### config.mk
export PLATFORM = sky130hd
export DESIGN_NAME = mul_unit
export DESIGN_NICKNAME = d
export VERILOG_FILES = /design/src/common/mul_pkg.sv /design/src/mul/mul_combine.sv /design/src/mul/mul_partial.sv /design/src/rtl/mul_issue.sv /design/src/rtl/mul_unit.sv
export VERILOG_INCLUDE_DIRS = /design/src /design/src/common
export SDC_FILE = /design/constraint.sdc
export NUM_CORES = 2
export LEC_CHECK = 0
export BUFFER_PORTS_ARGS = -buffer_cell sky130_fd_sc_hd__buf_2
export CELL_PAD_IN_SITES_DETAIL_PLACEMENT = 1
export CELL_PAD_IN_SITES_GLOBAL_PLACEMENT = 1
export CORE_ASPECT_RATIO = 2
export CORE_MARGIN = 3
export CORE_UTILIZATION = 51
export DETAILED_ROUTE_END_ITERATION = 7
export GPL_TIMING_DRIVEN = 0
export HOLD_SLACK_MARGIN = 0.02
export MAX_ROUTING_LAYER = met4
export PLACE_DENSITY_LB_ADDON = 0.2
export SYNTH_ARGS = -nofsm -noshare
export SYNTH_HDL_FRONTEND = slang
export SYNTH_SLANG_ARGS = --single-unit
### constraint.sdc
create_clock -name clk -period 7.4 [get_ports clk]
set_input_delay 1.48 -clock clk [delete_from_list [all_inputs] [get_ports clk]]
set_output_delay 1.48 -clock clk [all_outputs]
set_load 0.03 [all_outputs]
### src/common/mul_macros.svh
`ifndef MUL_MACROS_SVH
`define MUL_MACROS_SVH

// Operand and result width of the multiply unit.
`define MUL_XLEN 32

// Width of a destination register number (32 architectural registers).
`define MUL_REG_ADDR_W 5

// Width of the opcode field that selects mul.w, mulh.w or mulh.wu.
`define MUL_OP_W 2

`endif

### src/common/mul_pkg.sv
`include "mul_macros.svh"

// Shared types for the pipelined multiply unit.
package mul_pkg;

    // One operand, partial product or result word.
    typedef logic [`MUL_XLEN-1:0] mul_word_t;

    // Destination register number carried down the pipe.
    typedef logic [`MUL_REG_ADDR_W-1:0] mul_reg_addr_t;

    // Operation encoding seen at the unit input.
    // MUL_OP_W is the mul.w low product; the two others return the high word.
    typedef enum logic [`MUL_OP_W-1:0] {
        MUL_OP_W     = 2'd0, // Low 32 bits of the product.
        MUL_OP_MULH  = 2'd1, // Signed high 32 bits.
        MUL_OP_MULHU = 2'd2  // Unsigned high 32 bits.
    } mul_op_e;

    // The encoding 2'd3 is unused.
    // The issue stage treats it as a low product, like MUL_OP_W.

endpackage

### src/mul/mul_combine.sv
`timescale 1ns/1ps
`include "mul_macros.svh"

// Second arithmetic stage and write-back register.
// The four partials are summed into the 64-bit unsigned product and either
// the low word or the corrected high word is written back.
module mul_combine
    import mul_pkg::*;
(
    input  logic          clk,
    input  logic          rst_n,
    input  logic          pp_valid,
    input  mul_reg_addr_t pp_rd,
    input  logic          pp_high,
    input  mul_word_t     pp_hh,
    input  mul_word_t     pp_hl,
    input  mul_word_t     pp_lh,
    input  mul_word_t     pp_ll,
    input  mul_word_t     pp_adj,
    output logic          wb_valid,
    output mul_reg_addr_t wb_rd,
    output mul_word_t     wb_result
);

    localparam int HALF = `MUL_XLEN / 2;

    logic [`MUL_XLEN:0]     mid_sum; // Both middle products, carry kept.
    logic [2*`MUL_XLEN-1:0] full;    // Unsigned 64-bit product.
    mul_word_t              sel;     // Word chosen for write-back.

    // The two middle products can overflow 32 bits, hence the extra bit.
    assign mid_sum = {1'b0, pp_hl} + {1'b0, pp_lh};

    // The outer products sit side by side. The middle sum is weighted by 2^16.
    assign full = {pp_hh, pp_ll} + {{(HALF-1){1'b0}}, mid_sum, {HALF{1'b0}}};

    // For mulh.w the correction turns the unsigned high word into the signed
    // one; for mulh.wu it is zero.
    always_comb begin
        if (pp_high) begin
            sel = full[2*`MUL_XLEN-1:`MUL_XLEN] + pp_adj;
        end else begin
            sel = full[`MUL_XLEN-1:0];
        end
    end

    always_ff @(posedge clk or negedge rst_n) begin
        if (!rst_n) begin
            wb_valid  <= 1'b0;
            wb_rd     <= '0;
            wb_result <= '0;
        end else begin
            wb_valid  <= pp_valid;
            wb_rd     <= {`MUL_REG_ADDR_W{pp_valid}} & pp_rd;
            wb_result <= {`MUL_XLEN{pp_valid}} & sel; // Bubbles write back zero.
        end
    end

endmodule

### src/mul/mul_partial.sv
`timescale 1ns/1ps
`include "mul_macros.svh"

// First arithmetic stage.
// Each operand is split into 16-bit halves and the four unsigned cross
// products are formed. The signed correction for the high word is built here
// as well, from the two sign bits, so the next stage only has to add.
module mul_partial
    import mul_pkg::*;
(
    input  logic          clk,
    input  logic          rst_n,
    input  logic          is_valid,
    input  mul_reg_addr_t is_rd,
    input  logic          is_high,
    input  logic          is_signed,
    input  mul_word_t     is_src0,
    input  mul_word_t     is_src1,
    output logic          pp_valid,
    output mul_reg_addr_t pp_rd,
    output logic          pp_high,
    output mul_word_t     pp_hh,
    output mul_word_t     pp_hl,
    output mul_word_t     pp_lh,
    output mul_word_t     pp_ll,
    output mul_word_t     pp_adj
);

    localparam int HALF = `MUL_XLEN / 2;

    logic [HALF-1:0] a_hi, a_lo; // Halves of src0.
    logic [HALF-1:0] b_hi, b_lo; // Halves of src1.
    mul_word_t       adj;        // Correction added to the unsigned high word.

    assign a_hi = is_src0[`MUL_XLEN-1:HALF];
    assign a_lo = is_src0[HALF-1:0];
    assign b_hi = is_src1[`MUL_XLEN-1:HALF];
    assign b_lo = is_src1[HALF-1:0];

    // Reading a negative operand as unsigned adds 2^32 times the other
    // operand to the product, so the high word is too large by that operand.
    // Subtracting it back gives the signed high word modulo 2^32.
    always_comb begin
        adj = '0;
        if (is_signed) begin
            case ({is_src0[`MUL_XLEN-1], is_src1[`MUL_XLEN-1]})
                2'b11:   adj = -(is_src0 + is_src1); // Both negative.
                2'b10:   adj = -is_src1;             // Only src0 negative.
                2'b01:   adj = -is_src0;             // Only src1 negative.
                default: adj = '0;
            endcase
        end
    end

    always_ff @(posedge clk or negedge rst_n) begin
        if (!rst_n) begin
            pp_valid <= 1'b0;
            pp_rd    <= '0;
            pp_high  <= 1'b0;
            pp_hh    <= '0;
            pp_hl    <= '0;
            pp_lh    <= '0;
            pp_ll    <= '0;
            pp_adj   <= '0;
        end else begin
            pp_valid <= is_valid;
            pp_rd    <= {`MUL_REG_ADDR_W{is_valid}} & is_rd;
            pp_high  <= is_high;
            // A 16x16 product fits the 32-bit word exactly.
            pp_hh    <= mul_word_t'(a_hi) * mul_word_t'(b_hi);
            pp_hl    <= mul_word_t'(a_hi) * mul_word_t'(b_lo);
            pp_lh    <= mul_word_t'(a_lo) * mul_word_t'(b_hi);
            pp_ll    <= mul_word_t'(a_lo) * mul_word_t'(b_lo);
            pp_adj   <= adj;
        end
    end

endmodule

### src/rtl/mul_issue.sv
`timescale 1ns/1ps
`include "mul_macros.svh"

// Issue register of the multiply unit.
// It captures every incoming operation and turns the opcode into two flags
// that the arithmetic stages use directly.
module mul_issue
    import mul_pkg::*;
(
    input  logic          clk,
    input  logic          rst_n,
    input  logic          in_valid,
    input  mul_op_e       in_op,
    input  mul_reg_addr_t in_rd,
    input  mul_word_t     in_src0,
    input  mul_word_t     in_src1,
    output logic          is_valid,
    output mul_reg_addr_t is_rd,
    output logic          is_high,
    output logic          is_signed,
    output mul_word_t     is_src0,
    output mul_word_t     is_src1
);

    logic dec_high;   // High word requested.
    logic dec_signed; // Operands are treated as signed.

    // Opcode decode.
    // The signed flag only changes the high-word correction, so it has no
    // effect on mul.w whatever value it takes.
    always_comb begin
        dec_high   = (in_op == MUL_OP_MULH) || (in_op == MUL_OP_MULHU);
        dec_signed = (in_op == MUL_OP_MULH);
    end

    // The register loads on every edge, bubbles included.
    always_ff @(posedge clk or negedge rst_n) begin
        if (!rst_n) begin
            is_valid  <= 1'b0;
            is_rd     <= '0;
            is_high   <= 1'b0;
            is_signed <= 1'b0;
            is_src0   <= '0;
            is_src1   <= '0;
        end else begin
            is_valid  <= in_valid;
            is_rd     <= {`MUL_REG_ADDR_W{in_valid}} & in_rd; // A bubble carries rd 0.
            is_high   <= dec_high;
            is_signed <= dec_signed;
            is_src0   <= in_src0;
            is_src1   <= in_src1;
        end
    end

endmodule

### src/rtl/mul_unit.sv
`timescale 1ns/1ps
`include "mul_macros.svh"

// Pipelined 32-bit multiply unit for the execute stage.
// Issue, partial-product and combine registers give a fixed three-cycle
// latency, and one new operation can enter on every cycle.
module mul_unit
    import mul_pkg::*;
(
    input  logic          clk,
    input  logic          rst_n,
    input  logic          in_valid,
    input  mul_op_e       in_op,
    input  mul_reg_addr_t in_rd,
    input  mul_word_t     in_src0,
    input  mul_word_t     in_src1,
    output logic          wb_valid,
    output mul_reg_addr_t wb_rd,
    output mul_word_t     wb_result
);

    // Issue register outputs.
    logic          is_valid;
    mul_reg_addr_t is_rd;
    logic          is_high;
    logic          is_signed;
    mul_word_t     is_src0;
    mul_word_t     is_src1;

    // Partial-product register outputs.
    logic          pp_valid;
    mul_reg_addr_t pp_rd;
    logic          pp_high;
    mul_word_t     pp_hh;
    mul_word_t     pp_hl;
    mul_word_t     pp_lh;
    mul_word_t     pp_ll;
    mul_word_t     pp_adj;

    mul_issue u_issue (
        .clk       (clk),
        .rst_n     (rst_n),
        .in_valid  (in_valid),
        .in_op     (in_op),
        .in_rd     (in_rd),
        .in_src0   (in_src0),
        .in_src1   (in_src1),
        .is_valid  (is_valid),
        .is_rd     (is_rd),
        .is_high   (is_high),
        .is_signed (is_signed),
        .is_src0   (is_src0),
        .is_src1   (is_src1)
    );

    mul_partial u_partial (
        .clk       (clk),
        .rst_n     (rst_n),
        .is_valid  (is_valid),
        .is_rd     (is_rd),
        .is_high   (is_high),
        .is_signed (is_signed),
        .is_src0   (is_src0),
        .is_src1   (is_src1),
        .pp_valid  (pp_valid),
        .pp_rd     (pp_rd),
        .pp_high   (pp_high),
        .pp_hh     (pp_hh),
        .pp_hl     (pp_hl),
        .pp_lh     (pp_lh),
        .pp_ll     (pp_ll),
        .pp_adj    (pp_adj)
    );

    mul_combine u_combine (
        .clk       (clk),
        .rst_n     (rst_n),
        .pp_valid  (pp_valid),
        .pp_rd     (pp_rd),
        .pp_high   (pp_high),
        .pp_hh     (pp_hh),
        .pp_hl     (pp_hl),
        .pp_lh     (pp_lh),
        .pp_ll     (pp_ll),
        .pp_adj    (pp_adj),
        .wb_valid  (wb_valid),
        .wb_rd     (wb_rd),
        .wb_result (wb_result)
    );

endmodule

# == Yosys cells after proc, flatten, opt, wreduce, memory -nomap -nowiden ==
# Index checks and enable logic that the tools add are counted.
# classes
n_addsub,7
multipliers,4
eq_ne,5
n_mux,3
n_bitwise,4
n_reduce_logical,1
# ops
cell,count
$mul 16x16->32,4
$neg 32->32,3
$pmux 32 s3,1
$add 32x32->32,2
$add 64x49->64,1
$mux 32,2
$add 32x32->33,1
$and 32x32->32,1
$and 5x5->5,3
$eq 2x2->1 const B,3
$eq 2x1->1 const B,2
$logic_or 1x1->1,1
# word_totals
register_bits,277
inputBits,74

# == Depth between registers and ports, before layout ==
# logic_depth
ltp_word,5
mapped_depth,34

# == Cells and area by module ==
# From an unflattened synthesis, not the netlist that was laid out.
# unflattened
cells_unflattened,5556
hier_area_um2,49321.1
# by_module_without_submodules
mod,n_inst,cells_each,area_per_inst_um2,seq_area_each_um2
mul_partial,1,4688,41096.9,4179.0
mul_combine,1,788,6371.1,950.9
mul_issue,1,80,1853.0,1801.7

# == Worst setup path after synthesis ==
# OpenSTA, ideal clock, no wires.
# synth_path
path_kind,flip-flop to flip-flop
startpoint,register u_issue.is_src0[6]
endpoint,register u_partial.pp_lh[30]
setup_ns,0.080
arrival_ns,6.610
path_slack_ns,0.710
path_stages_with_launch,25
n_path_buf,2
path_cell_list,dfrtp_1 -> clkbuf_1 -> clkbuf_1 -> nand2_1 -> fa_1 -> inv_1 -> fa_1 -> inv_1 -> fa_1 -> fa_1 -> inv_1 -> fa_1 -> inv_1 -> fa_1 -> inv_1 -> ha_1 -> a21o_1 -> a21o_1 -> o31a_1 -> o41a_1 -> o41a_1 -> o2111ai_2 -> nand3_1 -> o41ai_2 -> xnor2_1
# synth_between
elab_chain_cells,1
# synth_lines
element,line,rtl
start: declaration,mul_issue.sv:21,"output mul_word_t is_src0,"
start signal: assignment,mul_issue.sv:50,is_src0 <= in_src0;
$mul 16x16->32,mul_partial.sv:72,pp_lh <= mul_word_t'(a_lo) * mul_word_t'(b_hi);
end signal: assignment,mul_partial.sv:72,
end: declaration,mul_partial.sv:24,"output mul_word_t pp_lh,"
# Every way passes these cells.

# == Worst setup path in the final report ==
# layout_path
startpoint,register u_issue.is_src0[17]
endpoint,register u_partial.pp_hh[29]
# layout_between
elab_chain_cells,1
# layout_lines
element,line,rtl
$mul 16x16->32,mul_partial.sv:70,pp_hh <= mul_word_t'(a_hi) * mul_word_t'(b_hi);
end signal: assignment,mul_partial.sv:70,
end: declaration,mul_partial.sv:22,"output mul_word_t pp_hh,"
# Every way passes these cells.

==> flow_summary.yaml <==
floorplanning:
  die_h_um: 444
  dieArea_sq_um: 99700
  rows: 159
  die_x_um: 225
  io_pins: 112
  initial_utilization_pct: 51.7
  core_sq_um: 94500
detailed_routing:
  wl_per_cell_um: 34.9
  drt_iter0_drc: 3915
  detail-route-antenna-nets: 0
  drt-pass1-iter-count: 8
  wirelength_um: 245000
  drc: 6
  vias: 44452
  viasPerCell: 6.32
clock_tree:
  clk_pin_slew_worst_paths_ps: 80
  cts_tree: "built"
  htreeDepth: 1
  numCtsBuffers: 31
  clk_path_buf_depth: 3
  numClockSinks: 277
  ctsRootBufferMaster: "clkbuf_16"
  cts_hold_buffers: 0
  clk_latency_ps: 710
critical_path:
  worstSetupPathType: "reg -> reg"
  worstPathMaxFanout: 10
  setup.worst_path.start_class: "register"
  cp.arrival_ps: 8110
  regToRegStartpoint: "u_issue.is_src0[17]"
  cp-startpoint: "u_issue.is_src0[17]"
  required_ps: 7970
  setup.worst_path.end_class: "register"
placed_design:
  hpwl_um: 191000
  gp_congestion: 1.08
  placed_area_sq_um: 51000
  numPlacedInstances: 6837
  port_buffers: 111
timing:
  fin_worst_skew_ps: 57.8
  fmax_mhz: 133
  rsz0062_at_grt: "yes"
  setup_slack_ps: -140
  drv_slew: 10
  slew_headroom_pct: -8.54
  fin_crit_sh_pct: 102
  hold_violations: 0
  worst_slew_pin_slew_ps: 1620
  finalCriticalPeriod_ps: 7540
  worst_hold_slack_ps: 366
  setup_violations: 6
yosys:
  synth.area.top_cells: "fa_1 (32%), ha_1 (16%), dfrtp_1 (14%)"
  synth_seq_cells: 277
  yosysSeqAreaShare_pct: 14.2
  netlist_area_sq_um: 48800
  postSynthAreaPerCell_sq_um: 8.85
  synth_cells: 5517
  synth_edf_count: 0
  synth_nets: 6988
  yosysWarnings: 0
  async_flop_share_pct: 100
  synth_top_area_share_pct: 32.0
  synth_area_leader_cell: "fa_1"
  yosysUniqueCellTypes: 87
  synth_ff_type: "dfrtp_1"
grt:
  grt_max_degree: 122
  grt_pass1_vias: 48869
  antenna_found_initial: 36
  grt_usage_pct: 50.3
  overflow: 0
  grt_pass1_wl_um: 341000
cells_and_area:
  multi_input_area_sq_um: 37800
  layoutNonFillerInstCount: 7031
  syn2layout_area_growth_pct: 11.4
  nets: 7173
  final-seq-area_sq_um: 6960
  postLayoutCellArea_sq_um: 54400
  n_fill_cell: 10933
  drive_gt1_share_pct: 10.2
run_status:
  violations: "DRC, capacitance limit, slew limit, setup timing"
  outcome: "complete, but fails checks"
min_path:
  hp-class: "reg -> reg"
  worstHoldStart: "u_issue.is_high"
job:
  drv_cap: 3
-- synth_stat cells, types with 6 or more instances --
master,count
a211o_1,7
nor4_1,11
a41oi_1,7
buf_1,64
inv_1,1021
a31oi_1,25
o21bai_1,34
o21a_1,34
and3_1,28
a211oi_1,24
or2_2,6
fa_1,780
clkbuf_1,164
nand4_1,26
nor3_1,59
nand2b_1,28
a222oi_1,21
or4_1,6
o21ai_0,61
o211ai_1,13
a21oi_1,173
mux2i_1,17
o22ai_1,7
o21ai_1,49
a21o_1,109
a22oi_1,6
xnor2_1,211
a21boi_1,6
inv_2,18
xor2_1,64
and2_1,30
dfrtp_1,277
or3_1,10
nor2_1,559
clkinv_1,12
ha_1,617
nor2b_1,20
nand3_1,61
a221oi_1,6
nand2_1,743
-- cell families after synthesis --
logic type,Yosys count,synth area share (%)
AND/OR/NAND/NOR,1618,13.9
adder cells (fa/ha/maj),1397,47.8
buffers and inverters,1282,9.86
AO/OA/AOI/OAI,648,8.87
flip-flops,277,14.2
XOR/XNOR,275,4.93
multiplexers,20,0.418
-- cells in the final DEF (no fill, tap or decap), types with 13 or more instances in the layout --
master,synthesis,routed
inv_1,1021,1002
fa_1,780,777
nand2_1,743,742
ha_1,617,605
nor2_1,559,556
dfrtp_1,277,260
xnor2_1,211,194
a21oi_1,173,163
buf_2,3,125
a21o_1,109,108
diode_2,0,97
buf_4,0,90
xor2_1,64,62
nand3_1,61,59
nor3_1,59,57
o21ai_0,61,57
clkbuf_4,0,52
o21ai_1,49,48
clkbuf_16,0,37
o21a_1,34,34
o21bai_1,34,33
buf_6,0,31
clkbuf_1,164,30
and2_1,30,30
nand2b_1,28,28
and3_1,28,28
nand4_1,26,26
clkbuf_2,0,25
a31oi_1,25,21
a222oi_1,21,21
clkinvlp_4,0,19
nor2b_1,20,19
a211oi_1,24,19
mux2i_1,17,17
inv_2,18,15
dfrtp_2,0,15
clkbuf_8,0,14
xnor2_2,0,14
o211ai_1,13,13
-- timing repair --
item / in CTS / in global routing
setup endpoints to repair: 75 / 35
buffers inserted: 23 / 26
gates resized for setup: 487 / 272
pin swaps: 8 / 33
-- layer usage --
metal / GRT usage (%) / vias to the layer above / share of wire (%)
met3: 14.8 / 1568 / 8.8
met2: 77.7 / 2618 / 46
met5: - / - / 0
li1: - / 17702 / -
met1: 46.0 / 22564 / 30
met4: 58.0 / 0 / 16
-- final timing paths --
kind	endpoint	slack, ps	cells past startpoint
min in group asynchronous	u_partial.pp_lh[14]	690	1
max in group asynchronous	u_issue.is_src1[22]	5030	3
worst min register to register	u_partial.pp_high	370	0
worst min-delay path	u_partial.pp_high	370	0
worst max-delay path	u_partial.pp_hh[29]	-140	24
worst max register to register	u_partial.pp_hh[29]	-140	24
-- cell type report --
type / instances / share of cell area [%]
Inverter: 1051 / 7.45
Timing Repair Buffer: 165 / 1.94
Clock buffer: 38 / 1.57
Sequential cell: 277 / 12.8
Clock inverter: 20 / 0.400
Tap cell: 1207 / 2.78
Antenna cell: 97 / 0.446
Multi-Input combinational cell: 3958 / 69.4
Buffer: 218 / 3.19
-- critical path: stages (launching register included) --
cell,delay [ps]
dfrtp_1,610
inv_1,340
buf_6,310
nor2_1,100
fa_1,410
fa_1,500
inv_1,50
fa_1,540
inv_1,60
fa_1,480
inv_1,50
fa_1,470
inv_1,80
fa_2,660
ha_1,290
clkbuf_1,260
a21oi_1,230
o21ai_1,120
a221oi_2,370
o2bb2ai_1,150
o21ai_2,220
o21ai_1,180
or4_1,480
a31oi_1,280
xnor2_1,180
-- sequential cells by signal, summed over array words and instances (netlist names) --
register and cells:
u_issue.is_rd 5, u_partial.pp_valid 1, u_combine.wb_rd 5, u_combine.wb_valid 1
u_issue.is_high 1, u_combine.wb_result 32, u_partial.pp_high 1, u_partial.pp_rd 5
u_issue.is_signed 1, u_partial.pp_hl 32, u_issue.is_src0 32, u_issue.is_src1 32
u_partial.pp_lh 32, u_partial.pp_hh 32, u_issue.is_valid 1, u_partial.pp_adj 32
u_partial.pp_ll 32
-- metrics by stage --
step	setup slack, ps	setup TNS (ps)	util, %
after floorplan	710	0	-
after global placement	-1830	-137070	53.9
after detailed placement	-1970	-51620	53.9
after CTS	0.806	0	56.3
after global routing	-244	-2440	57.5
final	-140	-582	57.6
Power is left out: the tool's default activity adds up to more than one toggle a clock period on the data nets, which glitch-free logic cannot reach.
